[config.mk]
export PLATFORM = sky130hd
export DESIGN_NAME = state_element_top
export DESIGN_NICKNAME = d
export VERILOG_FILES = /design/src/rtl/db_pkg.sv /design/src/rtl/state_pkg.sv /design/src/rtl/state_element_top.sv /design/src/rtl/state_db_mem.sv /design/src/rtl/state_element_core.sv /design/src/rtl/state_req_arb.sv
export VERILOG_INCLUDE_DIRS = /design/src /design/src/rtl
export SDC_FILE = /design/constraint.sdc
export NUM_CORES = 1
export LEC_CHECK = 0
export BUFFER_PORTS_ARGS = -buffer_cell sky130_fd_sc_hd__buf_2
export CAP_MARGIN = 20
export CORE_ASPECT_RATIO = 2
export CORE_MARGIN = 1.5
export CORE_UTILIZATION = 43
export DETAILED_ROUTE_END_ITERATION = 12
export GPL_TIMING_DRIVEN = 1
export MAX_ROUTING_LAYER = met4
export PLACE_DENSITY = 0.62
export SLEW_MARGIN = 20
export SYNTH_ARGS = -nofsm -noshare
export SYNTH_HDL_FRONTEND = slang
export SYNTH_SLANG_ARGS = --single-unit
[constraint.sdc]
create_clock -name clk -period 8.12 [get_ports clk]
set_clock_uncertainty 0.05 [all_clocks]
set_input_delay 0.812 -clock clk [delete_from_list [all_inputs] [get_ports clk]]
set_output_delay 0.812 -clock clk [all_outputs]
set_load 0.03 [all_outputs]
[src/rtl/state_defines.svh]
`ifndef STATE_DEFINES_SVH
`define STATE_DEFINES_SVH

// Width of an entry ID
// 6 bits gives a 64-entry table
`define STATE_ID_WID 6

// Width of one stored state entry
`define STATE_DATA_WID 16

`endif
[src/rtl/db_pkg.sv]
`include "state_defines.svh"

package db_pkg;

    // Storage address, one per state ID
    typedef logic [`STATE_ID_WID-1:0] db_addr_t;

    // Storage word
    typedef logic [`STATE_DATA_WID-1:0] db_data_t;

    // Init sweep progress
    // IDLE right after reset, SWEEP while zeroing, DONE forever after
    typedef enum logic [1:0] {
        INIT_IDLE  = 2'd0,
        INIT_SWEEP = 2'd1,
        INIT_DONE  = 2'd2
    } db_init_t;

endpackage : db_pkg

[src/rtl/state_pkg.sv]
`include "state_defines.svh"

package state_pkg;

    // Datapath update opcode, carried with update_valid
    typedef enum logic [1:0] {
        UPD_SET = 2'd0,
        UPD_ADD = 2'd1,
        UPD_OR  = 2'd2
    } upd_op_t;

    // Control-plane opcode, carried with ctrl_req
    typedef enum logic [1:0] {
        CTRL_READ       = 2'd0,
        CTRL_WRITE      = 2'd1,
        CTRL_READ_CLEAR = 2'd2
    } ctrl_op_t;

    // Unified operation as seen by the RMW pipeline
    typedef enum logic [2:0] {
        OP_SET   = 3'd0,
        OP_ADD   = 3'd1,
        OP_OR    = 3'd2,
        OP_READ  = 3'd3,
        OP_CLEAR = 3'd4
    } op_kind_t;

endpackage : state_pkg

[src/rtl/state_element_top.sv]
`timescale 1ns/10ps
`include "state_defines.svh"

module state_element_top
    import state_pkg::*;
    import db_pkg::*;
(
    input  logic                       clk,
    input  logic                       rst_n,

    // Datapath update port
    input  logic                       update_valid,
    input  logic [`STATE_ID_WID-1:0]   update_id,
    input  upd_op_t                    update_op,
    input  logic [`STATE_DATA_WID-1:0] update_data,

    // Control-plane port
    input  logic                       ctrl_req,
    input  logic [`STATE_ID_WID-1:0]   ctrl_id,
    input  ctrl_op_t                   ctrl_op,
    input  logic [`STATE_DATA_WID-1:0] ctrl_wr_data,
    output logic                       ctrl_busy,
    output logic                       ctrl_resp_valid,
    output db_data_t                   ctrl_resp_data,

    output logic                       init_done
);

    // ----------------------------------------
    // Issue path, arbiter to core
    // ----------------------------------------
    logic                       iss_valid;
    logic [`STATE_ID_WID-1:0]   iss_id;
    op_kind_t                   iss_kind;
    logic [`STATE_DATA_WID-1:0] iss_data;
    logic                       iss_is_ctrl;

    // Storage ports, core to memory
    logic     rd_en;
    db_addr_t rd_addr;
    db_data_t rd_data;
    logic     wr_en;
    db_addr_t wr_addr;
    db_data_t wr_data;

    state_req_arb u_state_req_arb (
        .clk          (clk),
        .rst_n        (rst_n),
        .init_done    (init_done),
        .update_valid (update_valid),
        .update_id    (update_id),
        .update_op    (update_op),
        .update_data  (update_data),
        .ctrl_req     (ctrl_req),
        .ctrl_id      (ctrl_id),
        .ctrl_op      (ctrl_op),
        .ctrl_wr_data (ctrl_wr_data),
        .ctrl_busy    (ctrl_busy),
        .iss_valid    (iss_valid),
        .iss_id       (iss_id),
        .iss_kind     (iss_kind),
        .iss_data     (iss_data),
        .iss_is_ctrl  (iss_is_ctrl)
    );

    state_element_core u_state_element_core (
        .clk             (clk),
        .rst_n           (rst_n),
        .iss_valid       (iss_valid),
        .iss_id          (iss_id),
        .iss_kind        (iss_kind),
        .iss_data        (iss_data),
        .iss_is_ctrl     (iss_is_ctrl),
        .rd_en           (rd_en),
        .rd_addr         (rd_addr),
        .rd_data         (rd_data),
        .wr_en           (wr_en),
        .wr_addr         (wr_addr),
        .wr_data         (wr_data),
        .ctrl_resp_valid (ctrl_resp_valid),
        .ctrl_resp_data  (ctrl_resp_data)
    );

    // Storage also owns the init sweep
    state_db_mem u_state_db_mem (
        .clk       (clk),
        .rst_n     (rst_n),
        .rd_en     (rd_en),
        .rd_addr   (rd_addr),
        .wr_en     (wr_en),
        .wr_addr   (wr_addr),
        .wr_data   (wr_data),
        .rd_data   (rd_data),
        .init_done (init_done)
    );

endmodule : state_element_top

[src/rtl/state_db_mem.sv]
`timescale 1ns/10ps
`include "state_defines.svh"

module state_db_mem
    import db_pkg::*;
(
    input  logic     clk,
    input  logic     rst_n,
    input  logic     rd_en,
    input  db_addr_t rd_addr,
    input  logic     wr_en,
    input  db_addr_t wr_addr,
    input  db_data_t wr_data,
    output db_data_t rd_data,
    output logic     init_done
);

    localparam int DEPTH = 1 << `STATE_ID_WID;

    // Entry storage
    db_data_t mem [DEPTH];

    db_init_t init_state;
    db_addr_t sweep_addr;

    // Merged write port
    logic     mem_we;
    db_addr_t mem_waddr;
    db_data_t mem_wdata;

    // ----------------------------------------
    // Init sweep
    // ----------------------------------------
    always_ff @(posedge clk or negedge rst_n) begin
        if (!rst_n) begin
            init_state <= INIT_IDLE;
            sweep_addr <= '0;
        end else begin
            case (init_state)
                INIT_IDLE: begin
                    init_state <= INIT_SWEEP;
                    sweep_addr <= '0;
                end
                INIT_SWEEP: begin
                    // One entry per cycle, 64 cycles in total
                    sweep_addr <= sweep_addr + 1'b1;
                    if (sweep_addr == db_addr_t'(DEPTH - 1)) begin
                        init_state <= INIT_DONE;
                    end
                end
                default: init_state <= INIT_DONE;
            endcase
        end
    end

    assign init_done = (init_state == INIT_DONE);

    // Sweep owns the write port until it finishes
    assign mem_we    = (init_state == INIT_SWEEP) || wr_en;
    assign mem_waddr = (init_state == INIT_SWEEP) ? sweep_addr : wr_addr;
    assign mem_wdata = (init_state == INIT_SWEEP) ? '0 : wr_data;

    // ----------------------------------------
    // Array access
    // ----------------------------------------
    // Read returns pre-write contents on a same-cycle collision
    always_ff @(posedge clk) begin
        if (mem_we) begin
            mem[mem_waddr] <= mem_wdata;
        end
        if (rd_en) begin
            rd_data <= mem[rd_addr];
        end
    end

endmodule : state_db_mem

[src/rtl/state_element_core.sv]
`timescale 1ns/10ps
`include "state_defines.svh"

module state_element_core
    import state_pkg::*;
    import db_pkg::*;
(
    input  logic                       clk,
    input  logic                       rst_n,

    // Issue from the arbiter
    input  logic                       iss_valid,
    input  logic [`STATE_ID_WID-1:0]   iss_id,
    input  op_kind_t                   iss_kind,
    input  logic [`STATE_DATA_WID-1:0] iss_data,
    input  logic                       iss_is_ctrl,

    // Storage read port, data arrives one cycle after rd_en
    output logic                       rd_en,
    output db_addr_t                   rd_addr,
    input  db_data_t                   rd_data,

    // Storage write port
    output logic                       wr_en,
    output db_addr_t                   wr_addr,
    output db_data_t                   wr_data,

    // Control-plane response
    output logic                       ctrl_resp_valid,
    output db_data_t                   ctrl_resp_data
);

    // ----------------------------------------
    // Stage 1 registers
    // ----------------------------------------
    logic     s1_valid;
    logic     s1_is_ctrl;
    db_addr_t s1_id;
    op_kind_t s1_kind;
    db_data_t s1_data;

    // Forwarding info captured at issue time
    logic     s1_fwd;
    db_data_t s1_fwd_data;

    // Stage 1 datapath
    db_data_t s1_old;
    db_data_t s1_new;

    // Stage 0 match against the op now in stage 1
    logic     s0_hit;

    // ----------------------------------------
    // Stage 0, launch the storage read
    // ----------------------------------------
    assign rd_en   = iss_valid;
    assign rd_addr = iss_id;

    // The op ahead writes at the end of this cycle, so the storage read
    // misses it and its result has to be carried along instead
    assign s0_hit = s1_valid && (s1_id == iss_id);

    always_ff @(posedge clk or negedge rst_n) begin
        if (!rst_n) begin
            s1_valid        <= 1'b0;
            s1_is_ctrl      <= 1'b0;
            ctrl_resp_valid <= 1'b0;
        end else begin
            s1_valid        <= iss_valid;
            s1_is_ctrl      <= iss_valid && iss_is_ctrl;
            ctrl_resp_valid <= s1_valid && s1_is_ctrl;
        end
    end

    always_ff @(posedge clk) begin
        if (iss_valid) begin
            s1_id       <= iss_id;
            s1_kind     <= iss_kind;
            s1_data     <= iss_data;
            s1_fwd      <= s0_hit;
            s1_fwd_data <= s1_new;
        end
        // Old value goes back to the control plane
        if (s1_valid && s1_is_ctrl) begin
            ctrl_resp_data <= s1_old;
        end
    end

    // ----------------------------------------
    // Stage 1, modify
    // ----------------------------------------
    assign s1_old = s1_fwd ? s1_fwd_data : rd_data;

    always_comb begin
        case (s1_kind)
            OP_SET:   s1_new = s1_data;
            // Wraps modulo 2^16
            OP_ADD:   s1_new = s1_old + s1_data;
            OP_OR:    s1_new = s1_old | s1_data;
            OP_CLEAR: s1_new = '0;
            // READ leaves the entry as it was
            default:  s1_new = s1_old;
        endcase
    end

    // ----------------------------------------
    // Stage 1, write back
    // ----------------------------------------
    // READ has nothing to store
    assign wr_en   = s1_valid && (s1_kind != OP_READ);
    assign wr_addr = s1_id;
    assign wr_data = s1_new;

endmodule : state_element_core

[src/rtl/state_req_arb.sv]
`timescale 1ns/10ps
`include "state_defines.svh"

module state_req_arb
    import state_pkg::*;
(
    input  logic                       clk,
    input  logic                       rst_n,
    input  logic                       init_done,
    input  logic                       update_valid,
    input  logic [`STATE_ID_WID-1:0]   update_id,
    input  upd_op_t                    update_op,
    input  logic [`STATE_DATA_WID-1:0] update_data,
    input  logic                       ctrl_req,
    input  logic [`STATE_ID_WID-1:0]   ctrl_id,
    input  ctrl_op_t                   ctrl_op,
    input  logic [`STATE_DATA_WID-1:0] ctrl_wr_data,
    output logic                       ctrl_busy,
    output logic                       iss_valid,
    output logic [`STATE_ID_WID-1:0]   iss_id,
    output op_kind_t                   iss_kind,
    output logic [`STATE_DATA_WID-1:0] iss_data,
    output logic                       iss_is_ctrl
);

    // ----------------------------------------
    // Opcode mapping
    // ----------------------------------------
    function automatic op_kind_t upd_to_kind(input upd_op_t op);
        case (op)
            UPD_ADD: return OP_ADD;
            UPD_OR:  return OP_OR;
            default: return OP_SET;
        endcase
    endfunction

    // Control write becomes a plain SET
    function automatic op_kind_t ctrl_to_kind(input ctrl_op_t op);
        case (op)
            CTRL_WRITE:      return OP_SET;
            CTRL_READ_CLEAR: return OP_CLEAR;
            default:         return OP_READ;
        endcase
    endfunction

    // Registered datapath update
    logic                       upd_valid_q;
    logic [`STATE_ID_WID-1:0]   upd_id_q;
    op_kind_t                   upd_kind_q;
    logic [`STATE_DATA_WID-1:0] upd_data_q;

    // One-entry control hold register
    logic                       hold_valid;
    logic [`STATE_ID_WID-1:0]   hold_id;
    op_kind_t                   hold_kind;
    logic [`STATE_DATA_WID-1:0] hold_data;

    logic upd_accept;
    logic ctrl_accept;
    logic hold_issue;

    // Nothing is taken before the table is cleared
    assign upd_accept  = update_valid && init_done;
    assign ctrl_accept = ctrl_req && init_done && !hold_valid;

    // Held request only goes out when the datapath leaves the slot empty
    assign hold_issue = hold_valid && !upd_valid_q;

    always_ff @(posedge clk or negedge rst_n) begin
        if (!rst_n) begin
            upd_valid_q <= 1'b0;
            hold_valid  <= 1'b0;
        end else begin
            upd_valid_q <= upd_accept;
            if (ctrl_accept) begin
                hold_valid <= 1'b1;
            end else if (hold_issue) begin
                hold_valid <= 1'b0;
            end
        end
    end

    always_ff @(posedge clk) begin
        if (upd_accept) begin
            upd_id_q   <= update_id;
            upd_kind_q <= upd_to_kind(update_op);
            upd_data_q <= update_data;
        end
        if (ctrl_accept) begin
            hold_id   <= ctrl_id;
            hold_kind <= ctrl_to_kind(ctrl_op);
            // Read-type requests carry no payload
            hold_data <= (ctrl_op == CTRL_WRITE) ? ctrl_wr_data : '0;
        end
    end

    // ----------------------------------------
    // Issue select, datapath first
    // ----------------------------------------
    assign iss_valid   = upd_valid_q || hold_valid;
    assign iss_is_ctrl = hold_issue;
    assign iss_id      = upd_valid_q ? upd_id_q   : hold_id;
    assign iss_kind    = upd_valid_q ? upd_kind_q : hold_kind;
    assign iss_data    = upd_valid_q ? upd_data_q : hold_data;

    // Busy until the cycle after the held request issues
    assign ctrl_busy = hold_valid;

endmodule : state_req_arb

* Yosys cells after proc, flatten, opt, wreduce, memory -nomap -nowiden *
Memory sizes are Yosys's and may differ from the RTL's. A register that Yosys moved wholly into a read port is not among the register bits.
Cells that the tools add are included.

cells by class
  $add $sub $neg = 2
  equal/unequal tests = 13
  mux-type cells = 16
  bitwise gates (word level) = 1
  reduce and logical (&&, ||, !) cells = 16

operators by type and width
  kind                                                    count
  one-hot mux 16 bit (4 select lines)                     1
  2-to-1 mux 16 bit                                       3
  adder 16 bit                                            1
  bitwise OR 16 bit                                       1
  2-to-1 mux 6 bit                                        2
  one-hot mux 6 bit (2 select lines)                      1
  logical AND 1 bit                                       8
  one-hot mux 2 bit (2 select lines)                      2
  adder 6 x 1 -> 6 bit (second input constant)            1
  == test 2 x 1 -> 1 bit (second input constant)          3
  == test 2 bit (second input constant)                   3
  == test 6 bit                                           1
  == test 6 bit (second input constant)                   1
  one-hot mux 3 bit (2 select lines)                      1
  2-to-1 mux 1 bit                                        4
  nonzero test 2 bit                                      2
  == test 3 x 1 -> 1 bit (second input constant)          1
  == test 3 x 2 -> 1 bit (second input constant)          1
  == test 3 bit (second input constant)                   1
  zero test 3 bit                                         1
  2-to-1 mux 3 bit                                        1
  inequality test 3 x 2 -> 1 bit (second input constant)  1
  zero test 1 bit                                         2
  zero test 2 bit                                         1
  3 further kinds                                         4

storage, ports and cells
  flip-flop bits (word level) = 121
  memory bits (writable) = 1024
  output and inout port bits = 19
  word-level logic and storage cells = 68
  memories kept = 1

memory list
  name                words  bits a word  read ports  clocked after memory_dff  wr ports  RTL line            source
  u_state_db_mem.mem  64     16           1           1                         1         state_db_mem.sv:21  db_data_t mem [DEPTH];

* Longest topological paths before layout *
  depth in word-level cells = 5
  mapped depth = 13
  depth with buffers taken out = 11

* By module *
From an unflattened synthesis, not the netlist that was laid out.

second synthesis, totals
  cell total of the unflattened synthesis = 2292
  area total of the unflattened synthesis = 46165.5 um2

by module, submodules not included
  module              times used  cells an instance  area an instance (um2)  seq. area each (um2)
  state_db_mem        1           1850               40437.5                 31430.1
  state_element_core  1           331                3736.1                  1816.7
  state_req_arb       1           111                1991.9                  1491.4

* Least setup slack after synthesis *
No wires, ideal clock.

  path type = register to register
  from = register u_state_element_core.s1_fwd
  to = memory u_state_db_mem.mem[0][11] (netlist name) (data pin)
  data arrival time = 5.442 ns
  required time = 7.349 ns
  slack = 1.907 ns
  stages on the path, launching flop included = 14
  clock period less this slack = 6.213 ns
  cell sequence = edfxtp_1 -> clkbuf_1 -> buf_2 -> mux2_2 -> inv_1 -> ha_1 -> clkbuf_1 -> a21oi_1 -> o21ai_0 -> a21o_1 -> a221oi_2 -> xnor2_1 -> a22oi_1 -> a211oi_1

on the way
  longest elaborated chain between the ends = 4
  elaborated cells on any way between the ends = 5

RTL lines
  item                                 RTL line                  source
  start: declaration                   state_element_core.sv:43  logic s1_fwd;
  start signal: assignment             state_element_core.sv:80  s1_fwd <= s0_hit;
  2-to-1 mux 16 bit                    state_element_core.sv:92  assign s1_old = s1_fwd ? s1_fwd_data : rd_data;
  via u_state_element_core.s1_old[6]   state_element_core.sv:47  db_data_t s1_old;
  adder 16 bit                         state_element_core.sv:98  OP_ADD: s1_new = s1_old + s1_data;
  one-hot mux 16 bit (4 select lines)  state_element_core.sv:95  case (s1_kind)
  2-to-1 mux 16 bit                    state_db_mem.sv:61        assign mem_wdata = (init_state == INIT_SWEEP) ? '0 : wr_data;
  via u_state_db_mem.mem_wdata[11]     state_db_mem.sv:29        db_data_t mem_wdata;
  end: declaration                     state_db_mem.sv:21

The timed path passes the listed nets, and every way through them passes these cells.

* Final worst setup path *
  from = register u_state_element_core.s1_fwd
  to = memory u_state_db_mem.mem[17][14] (netlist name) (data pin)

Same word-level chain as after synthesis.

==> impl_metrics.ini <==
[setup_path]
start_kind = register
worstPathArrival_ps = 5090
critPathKind = reg -> reg
r2r_slack_ps = 3380
timing.critical_path.mode_cell = mux2i_1
timing.rr.end = u_state_db_mem.mem[17][14]
path_cells = mux2i_1 -> inv_1 -> ha_1 -> fa_1 -> nand3_1 -> nand2_1 -> a31oi_1 -> o21ai_0 -> a211oi_1 -> mux2i_1 -> o22ai_4 -> buf_4
endpoint_kind = register
reg2regPathDepth = 12
r2r-start = u_state_element_core.s1_fwd
critPathSlowestCell = edfxtp_1
worstPathRequired_ps = 8470
critPathMaxFanout = 64
cpPeakStageDelay_ps = 1050

[global_route]
grt_pass1_wl_um = 244200
grt_max_degree = 172
grt_pass1_vias = 37670
grtUsageTotal = 0.2602
grt-ovfl-total = 0
antenna_found_initial = 5

[yosys]
syn-num-nets = 4721
yosysTopAreaCellShare = 0.6241
synth_flop_cell = edfxtp_1
synthAdderAreaFrac = 0.008532
syn-cell-area_mm2 = 0.05514
ys_types = 67
synth_common_cells = edfxtp_1, nand2b_1, o21ai_0, a21oi_1, inv_1
synth_compound_area_frac = 0.1680
synth_warnings = 0
synth_top_family_by_area = compound AO/OA/AOI/OAI gates
synth_area_leader_cell = edfxtp_1
yosys.cell_count.top_type = edfxtp_1
synth-seq-cells = 1159
ys_seq_area_frac = 0.6300
avgSynthCellArea_um2 = 11.90
syn_inst = 4632
yosys-top-cells-area = edfxtp_1, nand2b_1, o21ai_0
synth.area.mux_share = 0.007625
synth_edf_count = 1146
yosys.area_share.simple = 0.1357
synthArstFlopShare = 0.01122
synthXorXnorAreaFrac = 0.002700

[detailed_routing]
drtAntennaViolNets = 0
routed_wl_um = 167500
dr.first_iter.drc_count = 3422
drc = 0
vias = 38360
drtPass1Iterations = 8
wl_per_cell_um = 26.05
vias_per_cell = 5.963

[clock_tree]
clock_latency_ps = 720
cts_hold_buf = 1
cts_max_level = 3
post_cts_buffers = 0
clkSlewWorstSetupHoldPaths_ps = 70
clk_path_buf_depth = 3
root_buffer = clkbuf_16
cts_buffers = 98
cts_tree = done
cts-resized-gates = 0
clock_sinks = 1159

[worst_hold_path]
holdPathEnd = u_state_req_arb.hold_id[1]
hold_class = in -> reg
min_from = ctrl_id[1]
hold_depth = 1

[job]
drv_cap = 0

[floorplanning]
io_pins = 71
row_count = 185
dieArea_mm2 = 0.1305
die_h_um = 509.4
initial_core_util = 0.4339
dieWidth_um = 256.2
core_mm2 = 0.1271

[placement]
finalWeightedCongestion = 0.9262
dp_hpwl_um = 98490
port_buffers = 70

[timing]
drv_slew = 0
final_period_minus_worst_setup_slack_ps = 4738
maxSlewHeadroom = 0.2717
fin_tns_setup_ps = 0
finalHoldViolations = 0
rsz0062_at_grt = no
period_share = 0.5835
final-setup-viol-count = 0
fmax_mhz = 211.1
tightest_slew_ps = 1083
hold_ws_ps = 218.8

[run_status]
status = complete, no violations

[final_layout]
drive_gt1_frac = 0.1094
fillers = 11130
fin_nets = 4739
synthToLayoutAreaGrowth_pct = 10.15

[power_and_ir_drop]
peakVddDrop_mv = 0.1715
power_leakage_nw = 19.42
p_per_area_mw_per_mm2 = 186.7
-- metal layers --
metal  vias up  track usage  wire length, um
met5         -            -                0
met4         0       0.1826            12720
met3       399      0.02693             8068
met2      1322       0.4525            86750
met1     19460       0.2777            60010
li1      17180            -                -
-- cell usage in the layout, fill, tap and decap left out, drive strengths merged, types with 33 or more instances in the layout --
cell,Yosys,routed
buf,133,219
clkinv,0,40
o22ai,233,233
o21ai,636,636
o31ai,33,33
clkbuf,169,123
nor3,102,102
and2,253,253
a21oi,281,281
a22oi,295,295
ha,36,36
nand2b,582,582
inv,269,274
edfxtp,1146,1146
nand4,38,38
nand2,73,73
nor2,127,127
-- worst max-delay path: cells and delay by family, from the launching register on --
family                   cells  cell delay [ps]
AO/OA/AOI/OAI                4             1070
adder cells (fa/ha/maj)      2              670
buffers and inverters        2              660
flip-flops                   1             1050
multiplexers                 2              570
AND/OR/NAND/NOR              2              220
-- area by class of cell --
cell class                      instances  area [um2]  share of cell area
Antenna cell                           14       35.03           0.0005769
Clock buffer                          123        2567             0.04228
Clock inverter                         62       639.4             0.01053
Inverter                              269        1010             0.01663
Multi-Input combinational cell       2902       18050              0.2971
Sequential cell                      1159       34740              0.5720
Tap cell                             1683        2106             0.03467
Timing Repair Buffer                  220        1589             0.02616
-- flip-flops by register name (all words and copies together), names as in the netlist, 2 cells and up --
signal,flops
u_state_element_core.s1_kind,3
u_state_req_arb.hold_id,6
u_state_db_mem.mem,1024
u_state_req_arb.hold_kind,2
u_state_req_arb.upd_id_q,6
u_state_db_mem.init_state,2
u_state_db_mem.sweep_addr,6
u_state_element_core.wr_addr,6
u_state_req_arb.upd_kind_q,2
u_state_req_arb.upd_data_q,16
u_state_db_mem.rd_data,16
u_state_element_core.s1_data,16
u_state_element_core.s1_fwd_data,16
u_state_req_arb.hold_data,16
u_state_element_core.ctrl_resp_data,16
-- report_power, final --
part | switching, mW | internal, mW
clock | 2.22 | 2.64
sequential | 0 | 6.47
combinational | 0.00813 | 0.0110
total | 2.22 | 9.12
-- cells by family after synthesis --
logic type | count (synthesis)
buffers and inverters | 571
muxes | 39
AOI/OAI and AO/OA | 1521
adders and majority gates | 37
xor gates and xnor gates | 17
and+or+nand+nor | 1288
DFF | 1159
-- how the worst max path moves through the flow --
stage	start	to	slack (ps)	cells past startpoint
floorplan	u_state_element_core.s1_fwd	u_state_db_mem.mem[0][11]	1910	13
global placement	u_state_req_arb.hold_id[0]	u_state_db_mem.rd_data[9]	3070	9
detailed placement	u_state_element_core.s1_fwd	u_state_db_mem.mem[31][10]	3270	11
CTS	u_state_element_core.s1_fwd	u_state_db_mem.mem[7][10]	3230	11
global route	u_state_element_core.s1_fwd	u_state_db_mem.mem[24][14]	3140	12
finish	u_state_element_core.s1_fwd	u_state_db_mem.mem[17][14]	3380	12
-- stage by stage --
| stage | setup WS, ps | instances | power (mW) | area, um2 | util |
|---|---|---|---|---|---|
| after CTS | 3228 | 6418 | 11.41 | 60700 | 0.4776 |
| after floorplan | 1907 | 4632 | 6.605 | 55140 | - |
| after global routing | 3139 | 6432 | 11.60 | 60730 | 0.4779 |
| after detailed placement | 3272 | 6232 | 6.620 | 57480 | 0.4523 |
| final | 3382 | 6432 | 11.34 | 60730 | 0.4779 |
| after global placement | 3074 | 6227 | 6.620 | 57400 | 0.4517 |
Power figures use the tool's default switching activity.
